### config.mk
export PLATFORM = sky130hd
export DESIGN_NAME = cpu_core
export DESIGN_NICKNAME = d
export VERILOG_FILES = /design/src/common/cpu_pkg.sv /design/src/cpu_core.sv /design/src/alu_forward.sv /design/src/regfile.sv /design/src/decoder.sv /design/src/fetch/inst_fetch.sv /design/src/pipe_stage.sv
export VERILOG_INCLUDE_DIRS = /design/src /design/src/common
export SDC_FILE = /design/constraint.sdc
export NUM_CORES = 2
export LEC_CHECK = 0
export ABC_CLOCK_PERIOD_IN_PS = 6000
export BUFFER_PORTS_ARGS = -buffer_cell sky130_fd_sc_hd__clkbuf_2
export CORE_AREA = 2 2 487 489
export DETAILED_ROUTE_END_ITERATION = 8
export DIE_AREA = 0 0 489 491
export PLACE_DENSITY = 0.51
export SYNTH_ARGS = -nofsm -noshare
export SYNTH_HDL_FRONTEND = slang
export SYNTH_SLANG_ARGS = --single-unit
### constraint.sdc
create_clock -name aclk -period 6 [get_ports aclk]
set_input_delay 0.6 -clock aclk [delete_from_list [all_inputs] [get_ports aclk]]
set_output_delay 0.6 -clock aclk [all_outputs]
set_load 0.05 [all_outputs]
### src/common/cpu_defs.svh
`ifndef CPU_DEFS_SVH
`define CPU_DEFS_SVH

`define CPU_XLEN 32
`define CPU_REG_BITS 5

`define CPU_RESET_PC 32'h1c000000
// andi r0, r0, 0
`define CPU_NOP_INSTR 32'h03400000

// 3R major opcodes in instr[31:15]
`define CPU_OP_ADD_W 17'h00020
`define CPU_OP_SUB_W 17'h00022
`define CPU_OP_SLT 17'h00024
`define CPU_OP_SLTU 17'h00025
`define CPU_OP_AND 17'h00029
`define CPU_OP_OR 17'h0002a
`define CPU_OP_XOR 17'h0002b

// 2RI12 major opcodes in instr[31:22]
`define CPU_OP_ADDI_W 10'h00a
`define CPU_OP_ANDI 10'h00d
`define CPU_OP_ORI 10'h00e

// 1RI20 major opcode in instr[31:25]
`define CPU_OP_LU12I_W 7'h0a

`endif
### src/common/cpu_pkg.sv
`default_nettype none

`include "cpu_defs.svh"

package cpu_pkg;

    typedef enum logic [2:0] {
        alu_add,
        alu_sub,
        alu_and,
        alu_or,
        alu_xor,
        alu_slt,
        alu_sltu,
        alu_lui
    } alu_op_e;

    typedef enum logic {
        src2_rk,
        src2_imm
    } src2_sel_e;

    typedef struct packed {
        logic [`CPU_XLEN-1:0] pc;
        logic [`CPU_XLEN-1:0] instr;
    } if_id_t;

    typedef struct packed {
        logic [`CPU_XLEN-1:0] pc;
        alu_op_e alu_op;
        src2_sel_e src2_sel;
        logic reg_we;
        logic [`CPU_REG_BITS-1:0] rd_num;
        // operands already forwarded in decode
        logic [`CPU_XLEN-1:0] rj_val;
        logic [`CPU_XLEN-1:0] rk_val;
        logic [`CPU_XLEN-1:0] imm;
    } id_ex_t;

    typedef struct packed {
        logic [`CPU_XLEN-1:0] pc;
        logic reg_we;
        logic [`CPU_REG_BITS-1:0] rd_num;
        logic [`CPU_XLEN-1:0] result;
    } ex_wb_t;

    typedef struct packed {
        logic [`CPU_XLEN-1:0] pc;
        logic [3:0] wen;
        logic [`CPU_REG_BITS-1:0] wnum;
        logic [`CPU_XLEN-1:0] wdata;
    } wb_trace_t;

endpackage

`default_nettype wire

### src/cpu_core.sv
`default_nettype none

`include "cpu_defs.svh"

module cpu_core (
    input wire aclk,
    input wire rst,
    output logic req,
    output logic wr,
    output logic [1:0] size,
    output logic [`CPU_XLEN-1:0] addr,
    output logic [3:0] wstrb,
    input wire addr_ok,
    input wire data_ok,
    input wire [`CPU_XLEN-1:0] rdata,
    output cpu_pkg::wb_trace_t trace
);

    localparam cpu_pkg::if_id_t id_bubble = '{pc: '0, instr: `CPU_NOP_INSTR};
    localparam cpu_pkg::id_ex_t ex_bubble = '{
        pc: '0,
        alu_op: cpu_pkg::alu_add,
        src2_sel: cpu_pkg::src2_rk,
        reg_we: 1'b0,
        rd_num: '0,
        rj_val: '0,
        rk_val: '0,
        imm: '0
    };
    localparam cpu_pkg::ex_wb_t wb_bubble = '0;

    logic if_valid, id_valid, ex_valid, wb_valid;
    logic id_allow_in, ex_allow_in, wb_allow_in;
    cpu_pkg::if_id_t if_data, id_data;
    cpu_pkg::id_ex_t id_ex_in, ex_data;
    cpu_pkg::ex_wb_t ex_wb_in, wb_data, wb_fwd;
    cpu_pkg::alu_op_e alu_op;
    cpu_pkg::src2_sel_e src2_sel;
    logic reg_we, wb_we;
    logic [`CPU_REG_BITS-1:0] rd_num, rj_num, rk_num;
    logic [`CPU_XLEN-1:0] imm, rj_reg, rk_reg, rj_val, rk_val, ex_result;

    // read-only instruction port
    assign wr = 1'b0;
    assign size = 2'd2;
    assign wstrb = 4'b0;

    inst_fetch i_fetch (
        .aclk(aclk), .rst(rst), .req(req), .addr(addr), .addr_ok(addr_ok),
        .data_ok(data_ok), .rdata(rdata), .id_allow_in(id_allow_in),
        .if_valid(if_valid), .if_data(if_data)
    );

    pipe_stage #(.T(cpu_pkg::if_id_t), .bubble(id_bubble)) i_id_stage (
        .aclk(aclk), .rst(rst), .valid_in(if_valid), .data_in(if_data),
        .ready_go(1'b1), .allow_out(ex_allow_in), .allow_in(id_allow_in),
        .valid_out(id_valid), .data_out(id_data)
    );

    decoder i_decoder (
        .instr(id_data.instr), .alu_op(alu_op), .src2_sel(src2_sel), .reg_we(reg_we),
        .rd_num(rd_num), .rj_num(rj_num), .rk_num(rk_num), .imm(imm)
    );

    regfile i_regfile (
        .aclk(aclk), .rst(rst), .rj_num(rj_num), .rk_num(rk_num),
        .rj_val(rj_reg), .rk_val(rk_reg),
        .we(wb_we), .wnum(wb_data.rd_num), .wdata(wb_data.result)
    );

    alu_forward i_alu_forward (
        .rj_num(rj_num), .rk_num(rk_num), .rj_reg(rj_reg), .rk_reg(rk_reg),
        .ex_fwd(ex_wb_in), .wb_fwd(wb_fwd), .rj_val(rj_val), .rk_val(rk_val),
        .ex_in(ex_data), .result(ex_result)
    );

    assign id_ex_in = '{
        pc: id_data.pc, alu_op: alu_op, src2_sel: src2_sel, reg_we: reg_we,
        rd_num: rd_num, rj_val: rj_val, rk_val: rk_val, imm: imm
    };

    pipe_stage #(.T(cpu_pkg::id_ex_t), .bubble(ex_bubble)) i_ex_stage (
        .aclk(aclk), .rst(rst), .valid_in(id_valid), .data_in(id_ex_in),
        .ready_go(1'b1), .allow_out(wb_allow_in), .allow_in(ex_allow_in),
        .valid_out(ex_valid), .data_out(ex_data)
    );

    // doubles as the EX forwarding source
    assign ex_wb_in = '{
        pc: ex_data.pc, reg_we: ex_data.reg_we && ex_valid,
        rd_num: ex_data.rd_num, result: ex_result
    };

    pipe_stage #(.T(cpu_pkg::ex_wb_t), .bubble(wb_bubble)) i_wb_stage (
        .aclk(aclk), .rst(rst), .valid_in(ex_valid), .data_in(ex_wb_in),
        .ready_go(1'b1), .allow_out(1'b1), .allow_in(wb_allow_in),
        .valid_out(wb_valid), .data_out(wb_data)
    );

    assign wb_we = wb_valid && wb_data.reg_we;
    assign wb_fwd = '{
        pc: wb_data.pc, reg_we: wb_we, rd_num: wb_data.rd_num, result: wb_data.result
    };

    assign trace = '{
        pc: wb_data.pc,
        wen: (wb_we && wb_data.rd_num != '0) ? 4'hf : 4'h0,
        wnum: wb_data.rd_num,
        wdata: wb_data.result
    };

endmodule

`default_nettype wire

### src/alu_forward.sv
`default_nettype none

`include "cpu_defs.svh"

module alu_forward (
    input wire [`CPU_REG_BITS-1:0] rj_num,
    input wire [`CPU_REG_BITS-1:0] rk_num,
    input wire [`CPU_XLEN-1:0] rj_reg,
    input wire [`CPU_XLEN-1:0] rk_reg,
    input wire cpu_pkg::ex_wb_t ex_fwd,
    input wire cpu_pkg::ex_wb_t wb_fwd,
    output logic [`CPU_XLEN-1:0] rj_val,
    output logic [`CPU_XLEN-1:0] rk_val,
    input wire cpu_pkg::id_ex_t ex_in,
    output logic [`CPU_XLEN-1:0] result
);

    logic [`CPU_XLEN-1:0] src2;

    // youngest producer wins
    function automatic logic [`CPU_XLEN-1:0] pick_src(
        input logic [`CPU_REG_BITS-1:0] num,
        input logic [`CPU_XLEN-1:0] reg_val,
        input cpu_pkg::ex_wb_t ex,
        input cpu_pkg::ex_wb_t wb
    );
        logic [`CPU_XLEN-1:0] val;
        val = reg_val;
        if (num != '0) begin
            if (ex.reg_we && ex.rd_num == num) begin
                val = ex.result;
            end else if (wb.reg_we && wb.rd_num == num) begin
                val = wb.result;
            end
        end
        return val;
    endfunction

    assign rj_val = pick_src(rj_num, rj_reg, ex_fwd, wb_fwd);
    assign rk_val = pick_src(rk_num, rk_reg, ex_fwd, wb_fwd);

    assign src2 = (ex_in.src2_sel == cpu_pkg::src2_imm) ? ex_in.imm : ex_in.rk_val;

    always_comb begin
        case (ex_in.alu_op)
            cpu_pkg::alu_add: result = ex_in.rj_val + src2;
            cpu_pkg::alu_sub: result = ex_in.rj_val - src2;
            cpu_pkg::alu_and: result = ex_in.rj_val & src2;
            cpu_pkg::alu_or: result = ex_in.rj_val | src2;
            cpu_pkg::alu_xor: result = ex_in.rj_val ^ src2;
            cpu_pkg::alu_slt: begin
                result = {{(`CPU_XLEN-1){1'b0}}, $signed(ex_in.rj_val) < $signed(src2)};
            end
            cpu_pkg::alu_sltu: result = {{(`CPU_XLEN-1){1'b0}}, ex_in.rj_val < src2};
            // lu12i.w immediate already shifted
            cpu_pkg::alu_lui: result = src2;
            default: result = '0;
        endcase
    end

endmodule

`default_nettype wire

### src/regfile.sv
`default_nettype none

`include "cpu_defs.svh"

module regfile (
    input wire aclk,
    input wire rst,
    input wire [`CPU_REG_BITS-1:0] rj_num,
    input wire [`CPU_REG_BITS-1:0] rk_num,
    output logic [`CPU_XLEN-1:0] rj_val,
    output logic [`CPU_XLEN-1:0] rk_val,
    input wire we,
    input wire [`CPU_REG_BITS-1:0] wnum,
    input wire [`CPU_XLEN-1:0] wdata
);

    logic [`CPU_XLEN-1:0] regs [1 << `CPU_REG_BITS];

    always_ff @(posedge aclk) begin
        if (rst) begin
            for (int i = 0; i < (1 << `CPU_REG_BITS); i++) begin
                regs[i] <= '0;
            end
        end else if (we && wnum != '0) begin
            regs[wnum] <= wdata;
        end
    end

    // r0 hardwired
    assign rj_val = (rj_num == '0) ? '0 : regs[rj_num];
    assign rk_val = (rk_num == '0) ? '0 : regs[rk_num];

endmodule

`default_nettype wire

### src/decoder.sv
`default_nettype none

`include "cpu_defs.svh"

module decoder (
    input wire [`CPU_XLEN-1:0] instr,
    output cpu_pkg::alu_op_e alu_op,
    output cpu_pkg::src2_sel_e src2_sel,
    output logic reg_we,
    output logic [`CPU_REG_BITS-1:0] rd_num,
    output logic [`CPU_REG_BITS-1:0] rj_num,
    output logic [`CPU_REG_BITS-1:0] rk_num,
    output logic [`CPU_XLEN-1:0] imm
);

    logic [16:0] op17;
    logic [9:0] op10;
    logic [6:0] op7;

    assign op17 = instr[31:15];
    assign op10 = instr[31:22];
    assign op7 = instr[31:25];

    assign rd_num = instr[4:0];
    assign rj_num = instr[9:5];
    assign rk_num = instr[14:10];

    always_comb begin
        // unknown words become a non-writing add
        alu_op = cpu_pkg::alu_add;
        src2_sel = cpu_pkg::src2_rk;
        reg_we = 1'b0;
        imm = '0;
        if (op7 == `CPU_OP_LU12I_W) begin
            alu_op = cpu_pkg::alu_lui;
            src2_sel = cpu_pkg::src2_imm;
            reg_we = 1'b1;
            imm = {instr[24:5], 12'b0};
        end else if (op10 == `CPU_OP_ADDI_W) begin
            src2_sel = cpu_pkg::src2_imm;
            reg_we = 1'b1;
            imm = {{20{instr[21]}}, instr[21:10]};
        end else if (op10 == `CPU_OP_ANDI || op10 == `CPU_OP_ORI) begin
            alu_op = (op10 == `CPU_OP_ANDI) ? cpu_pkg::alu_and : cpu_pkg::alu_or;
            src2_sel = cpu_pkg::src2_imm;
            reg_we = 1'b1;
            // logical immediates are zero extended
            imm = {20'b0, instr[21:10]};
        end else begin
            reg_we = 1'b1;
            case (op17)
                `CPU_OP_ADD_W: alu_op = cpu_pkg::alu_add;
                `CPU_OP_SUB_W: alu_op = cpu_pkg::alu_sub;
                `CPU_OP_SLT: alu_op = cpu_pkg::alu_slt;
                `CPU_OP_SLTU: alu_op = cpu_pkg::alu_sltu;
                `CPU_OP_AND: alu_op = cpu_pkg::alu_and;
                `CPU_OP_OR: alu_op = cpu_pkg::alu_or;
                `CPU_OP_XOR: alu_op = cpu_pkg::alu_xor;
                default: reg_we = 1'b0;
            endcase
        end
    end

endmodule

`default_nettype wire

### src/fetch/inst_fetch.sv
`default_nettype none

`include "cpu_defs.svh"

module inst_fetch (
    input wire aclk,
    input wire rst,
    output logic req,
    output logic [`CPU_XLEN-1:0] addr,
    input wire addr_ok,
    input wire data_ok,
    input wire [`CPU_XLEN-1:0] rdata,
    input wire id_allow_in,
    output logic if_valid,
    output cpu_pkg::if_id_t if_data
);

    logic [`CPU_XLEN-1:0] last_pc;
    logic [`CPU_XLEN-1:0] if_pc;
    logic if_busy;
    logic if_allow_in;
    logic addr_fire;

    // IF stage gates the request so at most one is in flight
    assign req = !rst && if_allow_in;
    assign addr = last_pc + `CPU_XLEN'd4;
    assign addr_fire = req && addr_ok;

    // next address is the last accepted one plus 4
    always_ff @(posedge aclk) begin
        if (rst) begin
            last_pc <= `CPU_RESET_PC - `CPU_XLEN'd4;
        end else if (addr_fire) begin
            last_pc <= addr;
        end
    end

    // IF stage holds the pc of the outstanding fetch
    pipe_stage #(
        .T(logic [`CPU_XLEN-1:0]),
        .bubble(`CPU_RESET_PC - `CPU_XLEN'd4)
    ) i_if_stage (
        .aclk(aclk),
        .rst(rst),
        .valid_in(addr_fire),
        .data_in(addr),
        .ready_go(data_ok),
        .allow_out(id_allow_in),
        .allow_in(if_allow_in),
        .valid_out(if_busy),
        .data_out(if_pc)
    );

    // rdata only lives in the data_ok cycle
    assign if_valid = if_busy && data_ok;
    assign if_data = '{pc: if_pc, instr: rdata};

    addr_hold_a: assert property (
        @(posedge aclk) disable iff (rst)
        req && !addr_ok |=> $stable(addr)
    );

    resp_matched_a: assert property (
        @(posedge aclk) disable iff (rst)
        data_ok |-> if_busy
    );

endmodule

`default_nettype wire

### src/pipe_stage.sv
`default_nettype none

module pipe_stage #(
    parameter type T = logic [31:0],
    parameter T bubble = '0
) (
    input wire aclk,
    input wire rst,
    input wire valid_in,
    input wire T data_in,
    input wire ready_go,
    input wire allow_out,
    output logic allow_in,
    output logic valid_out,
    output T data_out
);

    assign allow_in = !valid_out || (ready_go && allow_out);

    always_ff @(posedge aclk) begin
        if (rst) begin
            valid_out <= 1'b0;
            data_out <= bubble;
        end else if (allow_in) begin
            valid_out <= valid_in;
            // empty stage carries the bubble
            data_out <= valid_in ? data_in : bubble;
        end
    end

    hold_stable_a: assert property (
        @(posedge aclk) disable iff (rst)
        valid_out && !(ready_go && allow_out) |=> $stable(data_out)
    );

endmodule

`default_nettype wire

Yosys cells after proc, flatten, opt, wreduce, memory -nomap -nowiden

Memories as Yosys holds them, arrays and structs flattened. A register that Yosys moved wholly into a read port is not among the register bits.
Cells that the tools add are included.

Register bits after elaboration: 340
RAM bits: 1024
Bits of input ports: 36
Output and inout port bits: 113
Logic and storage cells: 118
Memories: 1

Add/sub/neg operators: 3
Order comparisons: 2
Equality and inequality tests: 22
Muxes and demuxes: 37
Bitwise operators: 6
Reductions and logical operators: 26

Memories:

| name           | depth | width | read ports | clocked after memory_dff | write ports | RTL line      | text |
|---|---|---|---|---|---|---|---|
| i_regfile.regs | 32    | 32    | 2          | 2                        | 32          | regfile.sv:17 | `` logic [`CPU_XLEN-1:0] regs [1 << `CPU_REG_BITS]; `` |

Operator list:

| kind                                            | count |
|---|---|
| two-way mux 32 bit                              | 13 |
| case mux 32 bit (8 select lines)                | 1 |
| == test 17 x 6 -> 1 bit (second input constant) | 7 |
| less-than comparator 32 bit                     | 2 |
| adder 32 x 3 -> 32 bit (second input constant)  | 1 |
| adder 32 bit                                    | 1 |
| AND 32 bit                                      | 1 |
| OR 32 bit                                       | 1 |
| OR reduction 32 bit                             | 1 |
| subtractor 32 bit                               | 1 |
| bitwise XOR 32 bit                              | 1 |
| == test 10 x 4 -> 1 bit (second input constant) | 3 |
| == test 5 bit                                   | 4 |
| case mux 3 bit (6 select lines)                 | 1 |
| two-way mux 5 bit                               | 3 |
| nonzero test 5 bit                              | 3 |
| two-way mux 1 bit                               | 14 |
| == test 3 bit (second input constant)           | 4 |
| two-way mux 12 bit                              | 1 |
| logical AND 1 bit                               | 10 |
| logical NOT 5 bit                               | 2 |
| two-way mux 3 bit                               | 3 |
| == test 7 x 4 -> 1 bit (second input constant)  | 1 |
| OR reduction 7 bit                              | 1 |
| other kinds (9)                                 | 16 |

Depth between registers and ports, before layout

Depth after elaboration: 7
Gate-level depth with buffers: 15

Modules after synthesis

From an unflattened synthesis, not the netlist that was laid out.

Cells, all modules: 6415
Area total of the unflattened synthesis: 78689.2 sq um

By module, submodules not included:

| module                          | times used | cells an instance | area an instance (sq um) | sequential area each (sq um) |
|---|---|---|---|---|
| regfile                         | 1          | 3502              | 54255.8                  | 30749.5 |
| alu_forward                     | 1          | 1159              | 7166.9                   | 0.0 |
| pipe_stage (i_ex_stage)         | 1          | 617               | 6389.9                   | 2782.7 |
| pipe_stage (i_wb_stage)         | 1          | 316               | 3399.5                   | 1421.4 |
| pipe_stage (i_id_stage)         | 1          | 289               | 3044.2                   | 1301.2 |
| inst_fetch                      | 1          | 278               | 2204.6                   | 600.6 |
| pipe_stage (i_fetch.i_if_stage) | 1          | 147               | 1497.7                   | 660.6 |
| decoder                         | 1          | 91                | 620.6                    | 0.0 |
| cpu_core                        | 1          | 16                | 110.1                    | 0.0 |

Worst setup path after synthesis

OpenSTA, ideal clock, no wires.

Kind: reg-to-reg
Start point: register i_wb_stage.data_out[34] (netlist bit)
End point: memory i_regfile.regs[23][0] (netlist bit), enable pin
Data arrival time: 3.767 ns
Data required time: 5.534 ns
Slack: 1.767 ns
Cell stages (with the launch flop): 9
Path buffers: 3
Period minus slack after synthesis: 4.233 ns
Cells stage by stage: dfxtp_1 buf_2 or3_1 clkbuf_1 nor3_1 nor3_2 nand3_1 buf_2 o21ai_0

RTL lines:

| item                   | RTL line         | text |
|---|---|---|
| start, declared        | pipe_stage.sv:15 | `output T data_out` |
| start signal, assigned | pipe_stage.sv:23 | `data_out <= bubble;` |
| start signal, assigned | pipe_stage.sv:27 | `data_out <= valid_in ? data_in : bubble;` |
| end, declared          | regfile.sv:17    |  |

Final worst setup path

Start point: register i_ex_stage.data_out[102] (netlist bit)
End point: register i_ex_stage.data_out[32] (netlist bit)

Cells in the longest elaborated chain, start to end: 5

RTL lines:

| item                                            | RTL line          | text |
|---|---|---|
| start, declared                                 | pipe_stage.sv:15  |  |
| start signal, assigned                          | pipe_stage.sv:23  |  |
| start signal, assigned                          | pipe_stage.sv:27  |  |
| two-way mux 32 bit (*)                          | alu_forward.sv:42 | `assign src2 = (ex_in.src2_sel == cpu_pkg::src2_imm) ? ex_in.imm : ex_in.rk_val;` |
| subtractor 32 bit, or another cell as far along | alu_forward.sv:47 | `cpu_pkg::alu_sub: result = ex_in.rj_val - src2;` |
| case mux 32 bit (8 select lines) (*)            | alu_forward.sv:45 | `case (ex_in.alu_op)` |
| two-way mux 32 bit (*)                          | alu_forward.sv:30 | `if (ex.reg_we && ex.rd_num == num) begin` |
| two-way mux 32 bit (*)                          | alu_forward.sv:29 | `if (num != '0) begin` |

Every way passes the cells marked *; elsewhere a longest branch is shown, timed or not.
A chain may end at the register's enable or synchronous reset.

==> impl_results.md <==
* Status: finished clean
* Top FF cell, synth: edfxtp_1
* Layout cells sized above 1 at 23.5%
* Critical Path Source Type: flip-flop
* First-pass GRT wire length at 375000 um
* Max-slew violations at 0
* CTS tree: done
* Post-synth cell types at 91
* Total grt overflow at 0
* Drc violations at 0
* R2R cell count at 12
* Number of post-CTS setup repair buffers at 0
* Hold Path Class: input port to flip-flop
* RR Endpoint: i_ex_stage.data_out[32]
* Maxcap violations at 0
* RD Place Congestion at 0.923
* DIE HEIGHT at 491 um
* Clock Latency Late Sink at 820 ps
* Post-synth ARST share at 0%
* I/O pin total at 149
* Initial core utilization at 30.9%
* Max-Slew Margin vs Limit at 16.6%
* Clock sink count at 1354
* FF+latch count, synth at 1354
* Worst Path Required at 6630 ps
* Final setup viols at 0
* Reg clk slew, reported paths at 60 ps
* Period minus WS final at 4410 ps
* PD cells at 268 nW/um2
* R2r setup slk at 1590 ps
* CTS Root Cell: clkbuf_16
* Fin crit share at 73.4%
* Layout area overhead at 13.2%
* Post-synth EDFFs at 1024
* DIE AREA at 240000 um2
* Num CTS Buffers at 152
* RSZ-0062 raised after global routing: false
* Hold path cells at 2
* Vias per cell at 5.50
* Vias in the first global route at 47356
* Register area share after synthesis at 51.5%
* Crit path DAT at 5030 ps
* Max Clock Freq at 227 MHz
* WS Path Type: flip-flop to flip-flop
* Hold wc startpoint: rdata[6]
* DIE WIDTH at 489 um
* Mean Syn Cell Area at 13.4 um2
* Routed wire per std cell at 31.0 um
* Post-route cell area at 82100 um2
* R2r startpoint: i_ex_stage.data_out[102]
* Remaining antenna violation count at 0
* Via count at 47732
* Placed Area at 76900 um2
* Hpwl dp at 172000 um
* CTS Buffer Depth at 3
* Max FO, Critical Path at 9
* Core box area at 235000 um2
* Clock Skews at 34.8 ps
* Cells after Synth at 5409
* Largest net degree at the start of global routing at 86
* GRT Total Usage at 22.1%
* Leakage power at 0.0276 uW
* IO buf count at 137
* H-tree depth at 4
* Worst setup EP type: flip-flop
* Iter 0 DRT Violations at 5818
* Setup TNS after final layout at 0 ps
* Worst hold slack at 49.5 ps
* Syn Std Cell Area at 72500 um2
* Resized cells post-CTS at 0
* Worst-margin pin slew at 1250 ps
* Peak supply drop at 0.313 mV
* Drt total wl at 269000 um
* Layout Nets at 5528
* Syn. warnings at 0
* Row count at 178
* Hold EP: i_id_stage.data_out[6]
* First-pass DRT Iterations at 6
* Post-CTS Hold Buffers at 26
* Final Hold Fails at 0
* Initial antenna violation count at 28
## cell usage after synthesis, drive strengths merged, types with 18 or more instances
library cell / instances / area (um2)
nand4: 22 / 138
o22ai: 80 / 500
mux4: 634 / 14300
nor4: 21 / 168
a211oi: 26 / 228
xor2: 30 / 263
nand2b: 19 / 119
inv: 111 / 417
mux2i: 128 / 1280
buf: 251 / 1550
ha: 108 / 1350
or3: 18 / 113
nor3: 46 / 235
edfxtp: 1024 / 30700
and3: 34 / 213
o211ai: 32 / 240
nor2: 173 / 649
clkbuf: 318 / 1190
dfxtp: 330 / 6610
nand2: 215 / 807
o21ai: 158 / 806
and2: 1142 / 7140
xnor2: 48 / 420
a21oi: 140 / 708
nand3: 63 / 315
nor2b: 24 / 150
## logic make-up after synthesis
kind of cell    after synthesis  share of synthesized area (%)
compound gates              602                           5.42
xor+xnor                     78                          0.942
fa+ha+maj                   110                           1.92
buf+inv                     681                           4.37
flops                      1354                           51.5
mux                         769                           21.6
other cells                   2                         0.0104
simple gates               1813                           14.2
## worst max-delay path by stage
| stage | from | to | slack [ps] | depth (start not counted) |
|---|---|---|---|---|
| finish | i_ex_stage.data_out[102] | i_ex_stage.data_out[32] | 1590 | 12 |
| CTS | i_ex_stage.data_out[102] | i_ex_stage.data_out[64] | 1640 | 12 |
| global placement | i_ex_stage.data_out[102] | i_ex_stage.data_out[32] | 1850 | 12 |
| detailed placement | i_ex_stage.data_out[102] | i_ex_stage.data_out[64] | 1660 | 12 |
| global route | i_ex_stage.data_out[102] | i_ex_stage.data_out[64] | 1350 | 12 |
| floorplan | i_wb_stage.data_out[34] | i_regfile.regs[23][0] | 1770 | 8 |
## area by class of cell
type	count	area (um2)
timing repair buffer	347	2630
sequential	1354	37400
antenna	24	60.1
inverter	112	423
tap	3150	3940
fill	22486	152000
clock buffer	199	4200
clock inverter	75	693
multi-input combinational	3415	32700
## cells in the final DEF (no fill, tap or decap), types with 21 or more instances in the layout
cell,synthesis,routed
and2_1,1142,1142
edfxtp_1,1024,1024
mux4_2,634,634
dfxtp_1,330,313
nand2_1,215,215
buf_4,94,161
clkbuf_16,0,159
nor2_1,173,142
a21oi_1,138,138
clkbuf_2,1,137
mux2i_1,128,128
inv_1,109,108
ha_1,108,108
o21ai_0,138,107
o22ai_1,80,80
nand3_1,63,62
xnor2_1,48,48
nor3_1,45,44
conb_1,2,43
and3_1,34,33
o211ai_1,32,32
clkbuf_1,317,32
o21ai_4,0,31
nor2_4,0,31
clkinv_1,1,31
xor2_1,30,30
dlygate4sd3_1,0,26
diode_2,0,24
nor2b_1,24,24
buf_12,0,24
nand4_1,22,22
a211oi_1,21,21
## flip-flops by register name, indices dropped and copies added (netlist names)
signal                        count
i_ex_stage.data_out             136
i_fetch.last_pc                  30
i_id_stage.data_out              62
i_regfile.regs                 1024
i_id_stage.valid_out              1
i_wb_stage.valid_out              1
i_fetch.i_if_stage.valid_out      1
i_ex_stage.valid_out              1
i_fetch.i_if_stage.data_out      30
i_wb_stage.data_out              68
## routing by layer
metal  wire [um]  vias up  track usage (%)
met1      110000    25025             29.3
met4       10500        2             8.20
li1            -    20079                -
met2      128000     2166             36.0
met5          20        -                0
met3       20700      460             3.90
## metrics by stage
step	utilization [%]	worst slack, ps	power [uW]	cells
4_1_cts	35.0	1640	22100	8652
5_1_grt	35.0	1350	22600	8662
6_report	35.0	1590	22000	8676
2_1_floorplan	-	1770	12100	5450
3_3_place_gp	32.8	1850	12800	8352
3_5_place_dp	32.8	1660	12800	8352
## critical path, cell delays in order (launching register included)
cell and delay, ps:
dfxtp_2 490, buf_4 260, mux2i_1 480, inv_1 150
fa_1 430, o21bai_1 250, o2111ai_1 230, a211oi_2 460
o21ai_2 190, o21ai_2 360, a31oi_1 300, o32ai_1 460
o22ai_1 150
## where the power goes
group | total, uW | internal, uW | leakage, uW | switching [uW]
clock network | 9380 | 5370 | 0.00240 | 4010
registers | 10700 | 10400 | 0.0125 | 219
logic | 1980 | 714 | 0.0127 | 1270
total | 22000 | 16500 | 0.0276 | 5500
Power figures use the tool's default switching activity.
